==> src/common/vnu_ctrl_macros.svh <==
`ifndef VNU_CTRL_MACROS_SVH
`define VNU_CTRL_MACROS_SVH

//////////////////////////////////////////////////////////////////////
// decoder geometry
//////////////////////////////////////////////////////////////////////
`define VNU_FUNC_NUM 2 // vnu 2-lut functions, one ib-ram each
`define LAYER_NUM 3 // layers per decoding iteration

//////////////////////////////////////////////////////////////////////
// pipeline depths, all in read_clk cycles
//////////////////////////////////////////////////////////////////////
`define VNU_FUNC_CYCLE 3 // stages spent in one lookup function
`define VN_PIPE_BUBBLE 0 // halt slots inside the vnu pipe

// the last vnu stage is shared with the output register
`define VNU_PIPE_LEVEL (2*`VNU_FUNC_CYCLE+`VN_PIPE_BUBBLE)

`define MEM_RD_LEVEL 2 // memory fetch takes two cycles
`define PERMUTATION_LEVEL 2 // barrel shifter latency

// request rise to settled, never shorter than this
`define LOAD_HANDSHAKE_LATENCY 3

// stage index inside multi-cycle states, must hold VNU_PIPE_LEVEL-1
`define STAGE_W 3

`endif
==> src/common/vnu_ctrl_pkg.sv <==
`default_nettype none

`include "vnu_ctrl_macros.svh"

package vnu_ctrl_pkg;

	// scheduler states, encoded in pass order
	typedef enum logic [3:0] {
		INIT_LOAD       = 4'd0, // kicks off the ib-ram initial load
		CH_FETCH        = 4'd1, // channel message fetch
		MEM_FETCH       = 4'd2, // c2v memory read, MEM_RD_LEVEL cycles
		VNU_IB_RAM_PEND = 4'd3, // stall until every ib-ram update settled
		VNU_PIPE        = 4'd4,
		VNU_OUT         = 4'd5, // last vnu stage
		BS_WB           = 4'd6, // barrel shift of the v2c messages
		PAGE_ALIGN      = 4'd7,
		MEM_WB          = 4'd8, // v2c write back
		IDLE            = 4'd9  // layer boundary
	} sched_state_t;

	// one bit per vnu lookup function
	typedef logic [`VNU_FUNC_NUM-1:0] func_vec_t;

	// one-hot layer, bit 0 is the first layer
	typedef logic [`LAYER_NUM-1:0] layer_vec_t;

	// cycle index inside MEM_FETCH, VNU_PIPE/VNU_OUT and BS_WB
	typedef logic [`STAGE_W-1:0] stage_idx_t;

endpackage

`default_nettype wire

==> src/logic/vnu_control_unit.sv <==
`timescale 1ns/100ps
`default_nettype none

module vnu_control_unit (
	input  wire                          read_clk,
	input  wire                          rstn,
	input  wire                          fsm_en_i,
	input  wire                          termination_i,
	input  wire vnu_ctrl_pkg::func_vec_t vn_iter_update_i, // write FSM acks
	output vnu_ctrl_pkg::sched_state_t   state_o,
	output vnu_ctrl_pkg::layer_vec_t     layer_cnt_o,
	output logic                         last_layer_o,
	output vnu_ctrl_pkg::func_vec_t      vnu_wr_o,
	output vnu_ctrl_pkg::func_vec_t      vnu_rd_o,
	output logic                         dnu_rd_o,
	output logic                         vnu_update_pend_o,
	output logic                         v2c_src_o,
	output logic                         v2c_bs_en_o,
	output logic                         v2c_pa_en_o,
	output logic                         v2c_mem_we_o,
	output logic                         layer_finish_o,
	output logic                         hard_decision_done_o
);
	import vnu_ctrl_pkg::*;

	stage_idx_t stage_idx;
	func_vec_t  pipe_load_start; // last-layer refill, per function
	logic       init_load_start;
	logic       loads_settled;

	// ib-ram write handshake
	ib_load_tracker u_ib_load_tracker (
		.read_clk          (read_clk),
		.rstn              (rstn),
		.init_load_start_i (init_load_start),
		.pipe_load_start_i (pipe_load_start),
		.vn_iter_update_i  (vn_iter_update_i),
		.vnu_wr_o          (vnu_wr_o),
		.loads_settled_o   (loads_settled)
	);

	// scheduler core
	decode_sched_fsm u_decode_sched_fsm (
		.read_clk          (read_clk),
		.rstn              (rstn),
		.fsm_en_i          (fsm_en_i),
		.termination_i     (termination_i),
		.loads_settled_i   (loads_settled),
		.state_o           (state_o),
		.stage_idx_o       (stage_idx),
		.layer_cnt_o       (layer_cnt_o),
		.last_layer_o      (last_layer_o),
		.init_load_start_o (init_load_start),
		.pipe_load_start_o (pipe_load_start)
	);

	// datapath strobes
	stage_strobe_gen u_stage_strobe_gen (
		.read_clk             (read_clk),
		.rstn                 (rstn),
		.state_i              (state_o),
		.stage_idx_i          (stage_idx),
		.last_layer_i         (last_layer_o),
		.loads_settled_i      (loads_settled),
		.vnu_rd_o             (vnu_rd_o),
		.dnu_rd_o             (dnu_rd_o),
		.vnu_update_pend_o    (vnu_update_pend_o),
		.v2c_src_o            (v2c_src_o),
		.v2c_bs_en_o          (v2c_bs_en_o),
		.v2c_pa_en_o          (v2c_pa_en_o),
		.v2c_mem_we_o         (v2c_mem_we_o),
		.layer_finish_o       (layer_finish_o),
		.hard_decision_done_o (hard_decision_done_o)
	);

endmodule

`default_nettype wire

==> src/logic/stage_strobe_gen.sv <==
`timescale 1ns/100ps
`default_nettype none

`include "vnu_ctrl_macros.svh"

module stage_strobe_gen (
	input  wire                             read_clk,
	input  wire                             rstn,
	input  wire vnu_ctrl_pkg::sched_state_t state_i,
	input  wire vnu_ctrl_pkg::stage_idx_t   stage_idx_i,
	input  wire                             last_layer_i,
	input  wire                             loads_settled_i,
	output vnu_ctrl_pkg::func_vec_t         vnu_rd_o,     // vnu read window per function
	output logic                            dnu_rd_o,
	output logic                            vnu_update_pend_o,
	output logic                            v2c_src_o,    // fetched v2c source valid
	output logic                            v2c_bs_en_o,
	output logic                            v2c_pa_en_o,
	output logic                            v2c_mem_we_o,
	output logic                            layer_finish_o,
	output logic                            hard_decision_done_o
);
	import vnu_ctrl_pkg::*;

	func_vec_t rd_d;
	logic      vnu_window;
	logic      fetch_or_pend; // states where a stall can be flagged

	assign vnu_window    = (state_i == VNU_PIPE) || (state_i == VNU_OUT);
	assign fetch_or_pend = (state_i == MEM_FETCH) || (state_i == VNU_IB_RAM_PEND);

	// function j reads during stages 3j .. 3j+2
	genvar j;
	generate
		for (j = 0; j < `VNU_FUNC_NUM; j++) begin : g_rd
			assign rd_d[j] = vnu_window &&
			                 (stage_idx_i >= stage_idx_t'(`VNU_FUNC_CYCLE*j)) &&
			                 (stage_idx_i <= stage_idx_t'(`VNU_FUNC_CYCLE*j + `VNU_FUNC_CYCLE-1));
		end
	endgenerate

	//////////////////////////////////////////////////////////////////////
	// strobe registers, one cycle behind the state
	//////////////////////////////////////////////////////////////////////
	always_ff @(posedge read_clk or negedge rstn) begin
		if (!rstn) begin
			vnu_rd_o             <= '0;
			dnu_rd_o             <= 1'b0;
			vnu_update_pend_o    <= 1'b0;
			v2c_src_o            <= 1'b0;
			v2c_bs_en_o          <= 1'b0;
			v2c_pa_en_o          <= 1'b0;
			v2c_mem_we_o         <= 1'b0;
			layer_finish_o       <= 1'b0;
			hard_decision_done_o <= 1'b0;
		end else begin
			vnu_rd_o          <= rd_d;
			dnu_rd_o          <= (state_i == BS_WB) || (state_i == PAGE_ALIGN); // dnu runs BS_WB..PA
			vnu_update_pend_o <= fetch_or_pend && !loads_settled_i;
			v2c_src_o         <= (state_i == MEM_FETCH) &&
			                     (stage_idx_i == stage_idx_t'(`MEM_RD_LEVEL - 1));
			v2c_bs_en_o       <= (state_i == BS_WB) && (stage_idx_i == '0); // first shift cycle only
			v2c_pa_en_o       <= (state_i == PAGE_ALIGN);
			v2c_mem_we_o      <= (state_i == MEM_WB);
			layer_finish_o    <= (state_i == IDLE);
			hard_decision_done_o <= (state_i == MEM_WB) && last_layer_i; // once per iteration
		end
	end

	// v2c path steps are strictly sequential
	a_v2c_onehot : assert property (
		@(posedge read_clk) disable iff (!rstn)
		$onehot0({v2c_src_o, v2c_bs_en_o, v2c_pa_en_o, v2c_mem_we_o})
	) else $error("overlapping v2c strobes");

endmodule

`default_nettype wire

==> src/logic/decode_sched_fsm.sv <==
`timescale 1ns/100ps
`default_nettype none

`include "vnu_ctrl_macros.svh"

module decode_sched_fsm (
	input  wire                        read_clk,
	input  wire                        rstn,
	input  wire                        fsm_en_i,
	input  wire                        termination_i,   // frame decoded, restart
	input  wire                        loads_settled_i, // from the ib-ram tracker
	output vnu_ctrl_pkg::sched_state_t state_o,
	output vnu_ctrl_pkg::stage_idx_t   stage_idx_o,
	output vnu_ctrl_pkg::layer_vec_t   layer_cnt_o,
	output logic                       last_layer_o,
	output logic                       init_load_start_o,
	output vnu_ctrl_pkg::func_vec_t    pipe_load_start_o
);
	import vnu_ctrl_pkg::*;

	// last stage index of each multi-cycle state
	localparam stage_idx_t FETCH_LAST = stage_idx_t'(`MEM_RD_LEVEL - 1);
	localparam stage_idx_t PIPE_LAST  = stage_idx_t'(`VNU_PIPE_LEVEL - 2); // VNU_OUT takes the last
	localparam stage_idx_t BS_LAST    = stage_idx_t'(`PERMUTATION_LEVEL - 1);

	sched_state_t state_q;
	sched_state_t state_d;
	stage_idx_t   stage_q;
	stage_idx_t   stage_d;
	layer_vec_t   layer_q;    // one-hot
	func_vec_t    pipe_hit;   // read window of function j closes this cycle
	func_vec_t    pipe_start_q;
	logic         vnu_window; // vnu read stages are live

	//////////////////////////////////////////////////////////////////////
	// next state
	//////////////////////////////////////////////////////////////////////
	always_comb begin
		state_d = state_q;
		if (!fsm_en_i || termination_i) begin
			state_d = INIT_LOAD; // held off or new frame
		end else begin
			case (state_q)
				INIT_LOAD : state_d = CH_FETCH;
				CH_FETCH  : state_d = MEM_FETCH;
				MEM_FETCH : begin
					if (stage_q == FETCH_LAST)
						state_d = loads_settled_i ? VNU_PIPE : VNU_IB_RAM_PEND;
				end
				VNU_IB_RAM_PEND : begin
					if (loads_settled_i)
						state_d = VNU_PIPE; // ib-rams are up to date
				end
				VNU_PIPE : begin
					if (stage_q == PIPE_LAST)
						state_d = VNU_OUT;
				end
				VNU_OUT : state_d = BS_WB;
				BS_WB : begin
					if (stage_q == BS_LAST)
						state_d = PAGE_ALIGN;
				end
				PAGE_ALIGN : state_d = MEM_WB;
				MEM_WB     : state_d = IDLE;
				IDLE       : state_d = CH_FETCH; // next layer
				default    : state_d = INIT_LOAD;
			endcase
		end
	end

	// stage counts only inside multi-cycle states, VNU_OUT carries on from VNU_PIPE
	always_comb begin
		stage_d = '0;
		if ((state_q == MEM_FETCH || state_q == VNU_PIPE || state_q == BS_WB) &&
		    (state_d == state_q || state_d == VNU_OUT))
			stage_d = stage_q + 1'b1;
	end

	always_ff @(posedge read_clk or negedge rstn) begin
		if (!rstn) begin
			state_q <= INIT_LOAD;
			stage_q <= '0;
		end else begin
			state_q <= state_d;
			stage_q <= stage_d;
		end
	end

	//////////////////////////////////////////////////////////////////////
	// layer counter and ib-ram load starts
	//////////////////////////////////////////////////////////////////////
	always_ff @(posedge read_clk or negedge rstn) begin
		if (!rstn)
			layer_q <= layer_vec_t'(1);
		else if (state_q == IDLE)
			layer_q <= {layer_q[`LAYER_NUM-2:0], layer_q[`LAYER_NUM-1]}; // rotate
	end

	assign vnu_window = (state_q == VNU_PIPE) || (state_q == VNU_OUT);

	genvar j;
	generate
		for (j = 0; j < `VNU_FUNC_NUM; j++) begin : g_pipe_hit
			// stage 3j+2 is the last read of function j
			assign pipe_hit[j] = vnu_window && last_layer_o &&
			                     (stage_q == stage_idx_t'(`VNU_FUNC_CYCLE*j + `VNU_FUNC_CYCLE-1));
		end
	endgenerate

	always_ff @(posedge read_clk or negedge rstn) begin
		if (!rstn)
			pipe_start_q <= '0;
		else
			pipe_start_q <= pipe_hit; // one-cycle pulse
	end

	assign init_load_start_o = (state_q == INIT_LOAD) && (state_d == CH_FETCH);
	assign pipe_load_start_o = pipe_start_q;

	assign state_o      = state_q;
	assign stage_idx_o  = stage_q;
	assign layer_cnt_o  = layer_q;
	assign last_layer_o = layer_q[`LAYER_NUM-1];

	// vnu pipe must never start on stale ib-ram contents
	a_pipe_entry_settled : assert property (
		@(posedge read_clk) disable iff (!rstn)
		(state_q == VNU_PIPE && $past(state_q) != VNU_PIPE) |-> $past(loads_settled_i)
	) else $error("VNU_PIPE entered with ib-ram loads open");

endmodule

`default_nettype wire

==> src/ib_load/ib_load_tracker.sv <==
`timescale 1ns/100ps
`default_nettype none

`include "vnu_ctrl_macros.svh"

module ib_load_tracker (
	input  wire                          read_clk,
	input  wire                          rstn,
	input  wire                          init_load_start_i, // all functions at once
	input  wire vnu_ctrl_pkg::func_vec_t pipe_load_start_i, // last layer, per function
	input  wire vnu_ctrl_pkg::func_vec_t vn_iter_update_i,  // ack pulses, write FSMs
	output vnu_ctrl_pkg::func_vec_t      vnu_wr_o,          // update request
	output logic                         loads_settled_o    // nothing left in flight
);
	import vnu_ctrl_pkg::*;

	// counter saturates at the handshake latency
	localparam int CNT_W = $clog2(`LOAD_HANDSHAKE_LATENCY + 1);

	func_vec_t settled; // per function, no open load

	//////////////////////////////////////////////////////////////////////
	// one request/ack channel per lookup function
	//////////////////////////////////////////////////////////////////////
	genvar j;
	generate
		for (j = 0; j < `VNU_FUNC_NUM; j++) begin : g_func
			logic             open_q;    // load requested, not yet settled
			logic             ack_q;     // write FSM answered
			logic [CNT_W-1:0] lat_cnt_q; // cycles since the request rose
			logic             start;
			logic             lat_done;

			assign start    = init_load_start_i | pipe_load_start_i[j];
			assign lat_done = (lat_cnt_q >= CNT_W'(`LOAD_HANDSHAKE_LATENCY));

			// settled needs both the ack and the minimum latency
			assign settled[j] = ~open_q | (ack_q & lat_done);

			// request stays up until the ack pulse has been seen
			assign vnu_wr_o[j] = open_q & ~ack_q;

			always_ff @(posedge read_clk or negedge rstn) begin
				if (!rstn) begin
					open_q    <= 1'b0;
					ack_q     <= 1'b0;
					lat_cnt_q <= '0;
				end else if (start) begin // new load, restarts one still open
					open_q    <= 1'b1;
					ack_q     <= 1'b0;
					lat_cnt_q <= '0;
				end else if (open_q) begin
					if (settled[j])
						open_q <= 1'b0; // handshake closed
					if (vn_iter_update_i[j])
						ack_q <= 1'b1; // pulse only counts with a load open
					if (!lat_done)
						lat_cnt_q <= lat_cnt_q + 1'b1;
				end
			end

			// a request is only ever withdrawn by the write FSM's answer
			a_wr_fall_acked : assert property (
				@(posedge read_clk) disable iff (!rstn)
				$fell(vnu_wr_o[j]) |-> $past(vn_iter_update_i[j])
			) else $error("vnu_wr_o[%0d] dropped without ack", j);
		end
	endgenerate

	assign loads_settled_o = &settled; // scheduler may enter VNU_PIPE

endmodule

`default_nettype wire

==> config.mk <==
export PLATFORM = sky130hd
export DESIGN_NAME = vnu_control_unit
export DESIGN_NICKNAME = d
export VERILOG_FILES = /design/src/common/vnu_ctrl_pkg.sv /design/src/logic/vnu_control_unit.sv /design/src/logic/stage_strobe_gen.sv /design/src/logic/decode_sched_fsm.sv /design/src/ib_load/ib_load_tracker.sv
export VERILOG_INCLUDE_DIRS = /design/src /design/src/common
export SDC_FILE = /design/constraint.sdc
export NUM_CORES = 1
export LEC_CHECK = 0
export BUFFER_PORTS_ARGS = -buffer_cell sky130_fd_sc_hd__buf_2
export CAP_MARGIN = 20
export CORE_UTILIZATION = 40
export DETAILED_ROUTE_END_ITERATION = 12
export SLEW_MARGIN = 10
export SYNTH_ARGS = -nofsm -noshare
export SYNTH_HDL_FRONTEND = slang
export SYNTH_SLANG_ARGS = --single-unit
export TNS_END_PERCENT = 10
==> constraint.sdc <==
create_clock -name read_clk -period 2.3 [get_ports read_clk]
set_input_delay 0.23 -clock read_clk [delete_from_list [all_inputs] [get_ports read_clk]]
set_output_delay 0.23 -clock read_clk [all_outputs]
set_load 0.005 [all_outputs]
# Word-level counts from Yosys, hierarchy flattened
# Cells that the tools add are included.
[classes]
add_sub_neg = 3
magnitude_cmp = 6
eq_ne = 18
n_mux = 26
bitwise = 12
n_reduce_logical = 34
[op_table]
columns = ["operator", "count"]
rows = [
  ["$pmux 4 s9", 1],
  ["$eq 4x3->1 const B", 5],
  ["$mux 4", 5],
  ["$logic_and 1x1->1", 13],
  ["$mux 1", 12],
  ["$mux 2", 6],
  ["$reduce_and 2->1", 5],
  ["$eq 4x1->1 const B", 2],
  ["$eq 4x2->1 const B", 2],
  ["$eq 4x4->1 const B", 2],
  ["$reduce_bool 2->1", 4],
  ["$logic_or 1x1->1", 7],
  ["$eq 3x3->1 const B", 2],
  ["$mux 3", 2],
  ["$add 2x1->2 const B", 2],
  ["$and 1x1->1", 4],
  ["$eq 4x4->1", 1],
  ["$ge 2x2->1 const B", 2],
  ["$logic_not 4->1", 1],
  ["$ne 2x1->1 const B", 2],
  ["$not 1->1", 4],
  ["$or 1x1->1", 4],
  ["$add 3x1->3 const B", 1],
  ["$eq 3x1->1 const B", 1],
  ["other kinds (8)", 9],
]
[totals]
regBits = 30
inputBits = 6
out_inout_bits = 20

# Depth between registers and ports, before layout
# Gate-level depths: netlist of the first run.
[logic_depth]
depth_word = 13
ltp_mapped = 7

# Hierarchy
# Synthesis of the first run repeated with hierarchy kept, for this count alone.
[unflattened]
hier_cells = 123
area_unflattened_um2 = 1496.4
[by_module_without_submodules]
columns = ["module", "n_inst", "cells_per_inst", "area_per_inst_um2"]
rows = [
  ["decode_sched_fsm", 1, 66, 700.7],
  ["stage_strobe_gen", 1, 25, 399.1],
  ["ib_load_tracker", 1, 32, 396.6],
]

# Worst setup path before layout of the first run
# Ideal clock, no wire load.
[synth_path]
kind = "reg2reg"
start = "register u_decode_sched_fsm.stage_q[0] (netlist: u_decode_sched_fsm.stage_idx_o[0])"
end = "register u_decode_sched_fsm.stage_q[0] (netlist: u_decode_sched_fsm.stage_idx_o[0])"
arrival_time_ns = 1.608
required_ns = 2.172
slack_ns = 0.564
stages_incl_launch_ff = 8
path_buffers = 0
synth_period_minus_slack_ns = 1.736
path_cell_list = "dfrtp_1 -> inv_1 -> ha_1 -> nand3b_4 -> a2111oi_4 -> o221ai_2 -> a32oi_2 -> nor3b_2"
[synth_between]
elab_chain_len = 8
[synth_lines]
columns = ["element", "line", "rtl"]
rows = [
  ["start, declared", "decode_sched_fsm.sv:28", "stage_idx_t stage_q;"],
  ["start signal, assigned", "decode_sched_fsm.sv:85", "stage_q <= stage_d;"],
  ["$eq 3x1->1 or $eq 3x3->1 (tied branches)", "decode_sched_fsm.sv:47, decode_sched_fsm.sv:60, decode_sched_fsm.sv:55", ""],
  ["$mux 4 (on tied branches)", "decode_sched_fsm.sv:60, decode_sched_fsm.sv:47, decode_sched_fsm.sv:55", ""],
  ["$pmux 4 s9", "decode_sched_fsm.sv:43", "case (state_q)"],
  ["$mux 4", "decode_sched_fsm.sv:40", "if (!fsm_en_i || termination_i) begin"],
  ["$eq 4x4->1 or $eq 4x3->1 (tied branches)", "decode_sched_fsm.sv:75", "(state_d == state_q || state_d == VNU_OUT))"],
  ["$logic_or 1x1->1", "decode_sched_fsm.sv:75", ""],
  ["$logic_and 1x1->1", "decode_sched_fsm.sv:74", "if ((state_q == MEM_FETCH || state_q == VNU_PIPE || state_q == BS_WB) &&"],
  ["$mux 3 (*)", "decode_sched_fsm.sv:74", ""],
  ["via u_decode_sched_fsm.stage_d[0]", "decode_sched_fsm.sv:29", "stage_idx_t stage_d;"],
]
# The timed path passes the listed nets; every way through them passes the cells marked *.
# A chain may end at the register's enable or synchronous reset.

# Worst setup path in the final report of the first run
# Same ends and word-level chain as after synthesis.

==> flow_metrics.env, run 1 <==
export IMPL_status="complete, but fails checks"
export IMPL_violations="hold timing"
export IMPL_combinationalPowerShare_pct=25.4
export IMPL_end_kind="flop"
export IMPL_hold_viol=29
export IMPL_ys_ff_latch=30
export IMPL_fmax_mhz=527
export IMPL_timing_rr_start="u_decode_sched_fsm.stage_idx_o[0]"
export IMPL_min_path_type="input port to async pin"
export IMPL_p_seq_share_pct=45.3
export IMPL_num_rows=22
export IMPL_clk_pin_slew_ns=0.06
export IMPL_grt_max_degree=31
export IMPL_detail_route_vias_per_cell=5.27
export IMPL_syn_num_nets=154
export IMPL_start_kind="flop"
export IMPL_crit_arrival_ns=2.06
export IMPL_ys_warn_count=0
export IMPL_area_growth_pct=15.1
export IMPL_fp_dieArea_mm2=0.00414
export IMPL_start_util_pct=42.1
export IMPL_synth_edf_count=0
export IMPL_antenna_found_initial=0
export IMPL_p_leak_nw=0.866
export IMPL_dp_hpwl_um=2020
export IMPL_fin_crit_ns=1.90
export IMPL_nFillCells=364
export IMPL_worstMarginPinSlew_ns=0.647
export IMPL_cts_buffers_inserted=5
export IMPL_routed_wirelength_um=2810
export IMPL_yosysSeqAreaShare_pct=48.4
export IMPL_ys_types=42
export IMPL_dp_slack_ns=0.412
export IMPL_skew_ns=0.00758
export IMPL_layout_common_cells="dfrtp_1 (29), buf_2 (25), nor2_1 (13)"
export IMPL_max_slew_margin_rel_pct=56.8
export IMPL_slew_violations=0
export IMPL_critPathRequiredTime_ns=2.46
export IMPL_rsz0062_at_grt="no"
export IMPL_cts_sinks=30
export IMPL_drc=0
export IMPL_placed_area_mm2=0.00170
export IMPL_cts_root_buffer_cell="clkbuf_8"
export IMPL_grt_ovfl_total=0
export IMPL_startpoint="u_decode_sched_fsm.stage_idx_o[0]"
export IMPL_post_cts_resized=0
export IMPL_coreArea_mm2=0.00369
export IMPL_avgRoutedWirePerCell_um=13.1
export IMPL_fin_area_mm2=0.00179
export IMPL_crit_type="flop to flop"
export IMPL_p_per_area_mw_per_mm2=816
export IMPL_die_h_um=64.3
export IMPL_num_antenna_cells=0
export IMPL_clockPowerShare_pct=29.3
export IMPL_clk_latency_ns=0.28
export IMPL_setup_tns_ns=0
export IMPL_postRouteAntennaNets=0
export IMPL_layout_commonest_cell="dfrtp_1"
export IMPL_num_nets_final=179
export IMPL_ir_drop_uv=376
export IMPL_crit_fanout=5
export IMPL_port_buffers=25
export IMPL_layout_drive_gt1_share_pct=29.3
export IMPL_timing_hold_ws_ns=-0.0253
export IMPL_syn_inst=141
export IMPL_netlist_area_mm2=0.00155
export IMPL_setup_viol=0
export IMPL_cts_tree="built"
export IMPL_htreeDepth=2
export IMPL_switching_power_uw=435
export IMPL_maxCapViolCount=0
export IMPL_switching_share_pct=29.8
export IMPL_gp_congestion=0.887
export IMPL_min_period_over_period_pct=82.5
export IMPL_grt_usage_pct=15.8
export IMPL_grt_pass1_vias=1113
export IMPL_postCtsSetupBuffers=0
export IMPL_hold_buffers=0
export IMPL_intPower_mw=1.02
export IMPL_io_pins=26
export IMPL_grt_pass1_wl_um=4970
export IMPL_clockBufferDepth=2
export IMPL_async_flop_share_pct=100
export IMPL_syn_avg_cell_area_um2=11.0
export IMPL_synth_main_ff_cell="dfrtp_1"
export IMPL_die_w_um=64.3
export IMPL_drt_iter0_drc=26
export IMPL_first_pass_iters=4
export IMPL_worst_slack_ns=0.403
export IMPL_vias=1132
sequential cells by signal, summed over array words and instances (netlist names), 2 cells and up:
name	cells
u_ib_load_tracker.g_func.ack_q	2
u_decode_sched_fsm.pipe_load_start_o	2
u_ib_load_tracker.g_func.open_q	2
u_stage_strobe_gen.vnu_rd_o	2
u_ib_load_tracker.g_func.lat_cnt_q	4
u_decode_sched_fsm.stage_idx_o	3
u_decode_sched_fsm.state_o	4
u_decode_sched_fsm.layer_cnt_o	3
worst max-delay path, stage by stage, from the launching register on:
cell	delay (ns)
dfrtp_1	0.44
inv_1	0.11
ha_1	0.22
nand3b_4	0.10
a2111oi_4	0.40
o221ai_2	0.15
a32oi_2	0.27
nor3b_2	0.08
layer usage:
metal | track usage (%) | part of all wire (%)
met5 | 0 | 0
met4 | 8.89 | 2.2
met3 | 3.93 | 4.8
met2 | 24.6 | 48
met1 | 19.8 | 45
area by class of cell:
cell class	count	area [um^2]	share of cell area (%)
Inverter	5	18.8	1.05
Clock inverter	1	5.00	0.280
Tap cell	48	60.1	3.36
Sequential cell	30	752	42.1
Multi-Input combinational cell	99	741	41.4
Clock buffer	7	86.3	4.83
Timing Repair Buffer	25	125	7.00
synth_stat cells (all sizes together), types with 3 or more instances:
| cell | n | area, um^2 |
|---|---|---|
| dfrtp | 29 | 726 |
| nor2 | 14 | 55.1 |
| nor2b | 9 | 56.3 |
| ha | 7 | 87.6 |
| nand2 | 7 | 26.3 |
| buf | 6 | 38.8 |
| inv | 5 | 18.8 |
| nand2b | 5 | 31.3 |
| nand3 | 5 | 25.0 |
| a21oi | 4 | 20.0 |
| mux2 | 4 | 48.8 |
| nor3 | 4 | 20.0 |
| nor3b | 4 | 45.1 |
| o211ai | 4 | 30.0 |
| and2 | 3 | 18.8 |
| and3 | 3 | 18.8 |
| o21ai | 3 | 15.0 |
| xnor2 | 3 | 26.3 |
logic make-up after synthesis:
logic type,Yosys count,synth area share [%]
and+or+nand+nor,59,22.4
DFF,30,48.4
AOI/OAI and AO/OA,24,13.5
buffers and inverters,12,3.95
adders and majority gates,7,5.64
muxes,6,4.43
xor gates and xnor gates,3,1.69
power by group through the flow:
stage	clock network, mW	registers [mW]	logic, mW
after global placement	0	0.666	0.366
after detailed placement	0	0.671	0.375
after CTS	0.442	0.662	0.380
after global routing	0.465	0.674	0.429
final	0.428	0.661	0.371
after floorplan	0	0.646	0.308
worst paths after layout:
kind / end / depth (start not counted) / slack, ns
worst max-delay path: u_decode_sched_fsm.stage_idx_o[0] / 7 / 0.40
worst min-delay path: u_stage_strobe_gen.v2c_src_o / 1 / -0.03
worst max register to register: u_decode_sched_fsm.stage_idx_o[0] / 7 / 0.40
worst min register to register: u_ib_load_tracker.g_func[1].ack_q / 2 / 0.53
max in group asynchronous: u_decode_sched_fsm.stage_idx_o[1] / 1 / 1.90
min in group read_clk: u_ib_load_tracker.g_func[1].ack_q / 3 / 0.20
per-stage QoR:
stage	std cells	hold slack (ns)	power, mW	util (%)
2_1_floorplan	141	-0.0656	0.955	-
3_3_place_gp	207	0.286	1.03	46.0
6_report	215	-0.0253	1.46	48.5
3_5_place_dp	207	0.302	1.05	46.0
4_1_cts	215	0.000864	1.48	48.5
5_1_grt	215	0.0377	1.57	48.5
(Power assumes the default switching activity.)
==> run 2, diff against run 1 <==
Settings changed: ABC_AREA set to 1.
Clock period 2.3 ns to 1.52 ns, I/O delays scaled along.
==> flow_metrics.env, run 2 <==
export IMPL_ys_ff_latch=30
export IMPL_antenna_found_initial=0
export IMPL_postRouteAntennaNets=0
export IMPL_netlist_area_leader_share_pct=48.1
export IMPL_min_path_type="input port to flop"
export IMPL_async_flop_share_pct=100
export IMPL_first_pass_iters=4
export IMPL_ys_types=22
export IMPL_setup_viol=12
export IMPL_syn_avg_cell_area_um2=8.15
export IMPL_crit_arrival_ns=1.96
export IMPL_cp_cell_sequence="inv_2 -> ha_4 -> inv_2 -> nor2_4 -> nand3_2 -> nand2_2 -> nand3_4 -> buf_4 -> nor2_4 -> nand2_1 -> nand2_1 -> nand2_2 -> nor2_1"
export IMPL_yosysSeqAreaShare_pct=49.9
export IMPL_worst_slack_ns=-0.232
export IMPL_detail_route_vias_per_cell=4.64
export IMPL_clockBufferDepth=2
export IMPL_cts_root_buffer_cell="clkbuf_8"
export IMPL_clk_pin_slew_ns=0.06
export IMPL_drc=0
export IMPL_rsz0062_at_grt="yes"
export IMPL_syn_num_nets=198
export IMPL_port_buffers=25
export IMPL_worstMarginPinSlew_ns=0.662
export IMPL_ys_warn_count=0
export IMPL_grt_max_degree=31
export IMPL_synth_compound_area_share_pct=3.73
export IMPL_synthMuxAreaShare_pct=0
export IMPL_synth_most_common_cell="nand2_1"
export IMPL_start_util_pct=43.5
export IMPL_layout_common_cells="nand2_1 (39), buf_4 (37), dfrtp_1 (26)"
export IMPL_crit_type="flop to flop"
export IMPL_avgRoutedWirePerCell_um=11.3
export IMPL_start_kind="flop"
export IMPL_yosys_top_cells_area="dfrtp_1 (48%), nand2_1 (12%), inv_1 (6.7%), ha_1 (5.8%), nor2_1 (5.2%)"
export IMPL_synth_main_ff_cell="dfrtp_1"
export IMPL_layout_commonest_cell="nand2_1"
export IMPL_num_antenna_cells=0
export IMPL_cts_tree="built"
export IMPL_slowest_delay_ns=0.39
export IMPL_die_h_um=63.4
export IMPL_syn_inst=185
export IMPL_grt_usage_pct=18.6
export IMPL_layout_drive_gt1_share_pct=43.7
export IMPL_critPathRequiredTime_ns=1.73
export IMPL_grt_pass1_wl_um=5750
export IMPL_fmax_mhz=571
export IMPL_die_w_um=63.4
export IMPL_num_rows=21
export IMPL_fp_dieArea_mm2=0.00402
export IMPL_area_growth_pct=43.3
export IMPL_max_slew_margin_rel_pct=55.8
export IMPL_grt_pass1_vias=1367
export IMPL_setup_tns_ns=-1.99
export IMPL_synthSimpleGateAreaFrac_pct=30.2
export IMPL_p_per_area_mw_per_mm2=1080
export IMPL_yosys_area_top_type="dfrtp_1"
export IMPL_cts_sinks=30
export IMPL_status="complete, but fails checks"
export IMPL_startpoint="u_decode_sched_fsm.stage_idx_o[1]"
export IMPL_fin_crit_ns=1.75
export IMPL_dp_hpwl_um=2450
export IMPL_drt_iter0_drc=46
export IMPL_min_period_over_period_pct=115
export IMPL_end_kind="flop"
export IMPL_synth_edf_count=0
export IMPL_grt_ovfl_total=0
export IMPL_min_from="vn_iter_update_i[1]"
export IMPL_synth_commonest_cells="nand2_1 (50), dfrtp_1 (29), inv_1 (27)"
export IMPL_synth_fa_ha_area_share_pct=5.81
export IMPL_ir_drop_uv=607
export IMPL_io_pins=26
export IMPL_coreArea_mm2=0.00347
export IMPL_routed_wirelength_um=3400
export IMPL_nFillCells=326
export IMPL_gp_congestion=0.888
export IMPL_vias=1393
export IMPL_path_delay_family="simple AND/OR/NAND/NOR gates"
export IMPL_slowest_stage="dfrtp_1"
export IMPL_placedCellCount=284
export IMPL_maxCapViolCount=0
export IMPL_violations="setup timing"
export IMPL_htreeDepth=2
export IMPL_crit_fanout=3
export IMPL_cts_buffers_inserted=5
export IMPL_skew_ns=0.00262
export IMPL_netlist_area_mm2=0.00151
export IMPL_p_leak_nw=1.21
export IMPL_timing_rr_start="u_decode_sched_fsm.stage_idx_o[1]"
export IMPL_fin_cells=300
export IMPL_synth_xor_area_share_pct=1.16
export IMPL_path_buf_inv=3
export IMPL_hold_viol=0
export IMPL_synth_top_family_by_area="simple AND/OR/NAND/NOR gates"
export IMPL_slew_violations=0
export IMPL_num_nets_final=266
export IMPL_clk_latency_ns=0.28
## run 2: cell types whose count changed after synthesis, moves of 3 or more
cell / delta
inv_1: +22
nand2b_1: -5
and3_1: -3
buf_2: -4
nor2b_1: -9
nand2_1: +43
mux2_2: -3
nand2_2: +5
nand3_1: +7
nor2_1: +8
nor3b_2: -3
and2_1: -3
inv_2: +4
o211ai_1: -4
## run 2: path summary, 6_finish.rpt
path	end	slack, ns	depth (start not counted)
min in group asynchronous	u_ib_load_tracker.g_func[0].lat_cnt_q[1]	0.44	2
worst min register to register	u_ib_load_tracker.g_func[1].open_q	0.47	2
worst min-delay path	u_ib_load_tracker.g_func[1].ack_q	0.14	3
worst max-delay path	u_decode_sched_fsm.stage_idx_o[0]	-0.23	13
max in group asynchronous	u_decode_sched_fsm.state_o[3]	0.61	2
worst max register to register	u_decode_sched_fsm.stage_idx_o[0]	-0.23	13
## run 2: area by class of cell
type	instances	area, um^2	area share (%)
inverter	32	120	5.56
tap	46	57.6	2.66
clock buffer	8	90.1	4.17
sequential	30	756	35.0
multi-input combinational	121	724	33.5
timing repair buffer	63	413	19.1
## run 2: tightest hold or removal path: cells and delay by family
kind / cells / cell delay, ns
AO/OA/AOI/OAI: 1 / 0.06
buffers and inverters: 1 / 0.07
AND/OR/NAND/NOR: 1 / 0.09
## run 2: cell families after synthesis
logic type                 after synthesis
AOI/OAI and AO/OA                       10
and+or+nand+nor                        102
buffers and inverters                   34
adders and majority gates                7
DFF                                     30
xor gates and xnor gates                 2
## run 2: metrics by stage
| stage | util [%] | worst slack (ns) | cell area (um^2) | hold slack [ns] | power, mW |
|---|---|---|---|---|---|
| 2_1_floorplan | - | -0.0815 | 1510 | -0.144 | 1.33 |
| 3_3_place_gp | 54.8 | -0.270 | 1900 | 0.207 | 1.50 |
| 3_5_place_dp | 54.8 | -0.296 | 1900 | 0.224 | 1.55 |
| 4_1_cts | 59.7 | -0.165 | 2070 | 0.129 | 2.32 |
| 5_1_grt | 62.3 | -0.337 | 2160 | 0.130 | 2.53 |
| 6_report | 62.3 | -0.232 | 2160 | 0.135 | 2.34 |
## run 2: layer usage
| layer | share of wire, % | vias up | track usage, % |
|---|---|---|---|
| met2 | 52 | 23 | 31.5 |
| met3 | 3.1 | 4 | 5.80 |
| met5 | 0 | - | 0 |
| li1 | - | 706 | - |
| met4 | 1.0 | 0 | 6.53 |
| met1 | 44 | 660 | 22.0 |
## run 2: timing repair
action,in CTS,in global routing
resized for setup,14,20
gates cloned,0,0
endpoints found under the hold margin,29,0
hold buffers,1,0
pin swaps,5,18
endpoints found under the setup margin,12,14
buffers inserted,3,4
## run 2: power by group
part	switching, mW	leakage (nW)	internal [mW]	total [mW]
logic	0.374	0.773	0.339	0.712
clock network	0.279	0.0455	0.368	0.647
registers	0.0764	0.390	0.907	0.984
total	0.729	1.21	1.61	2.34
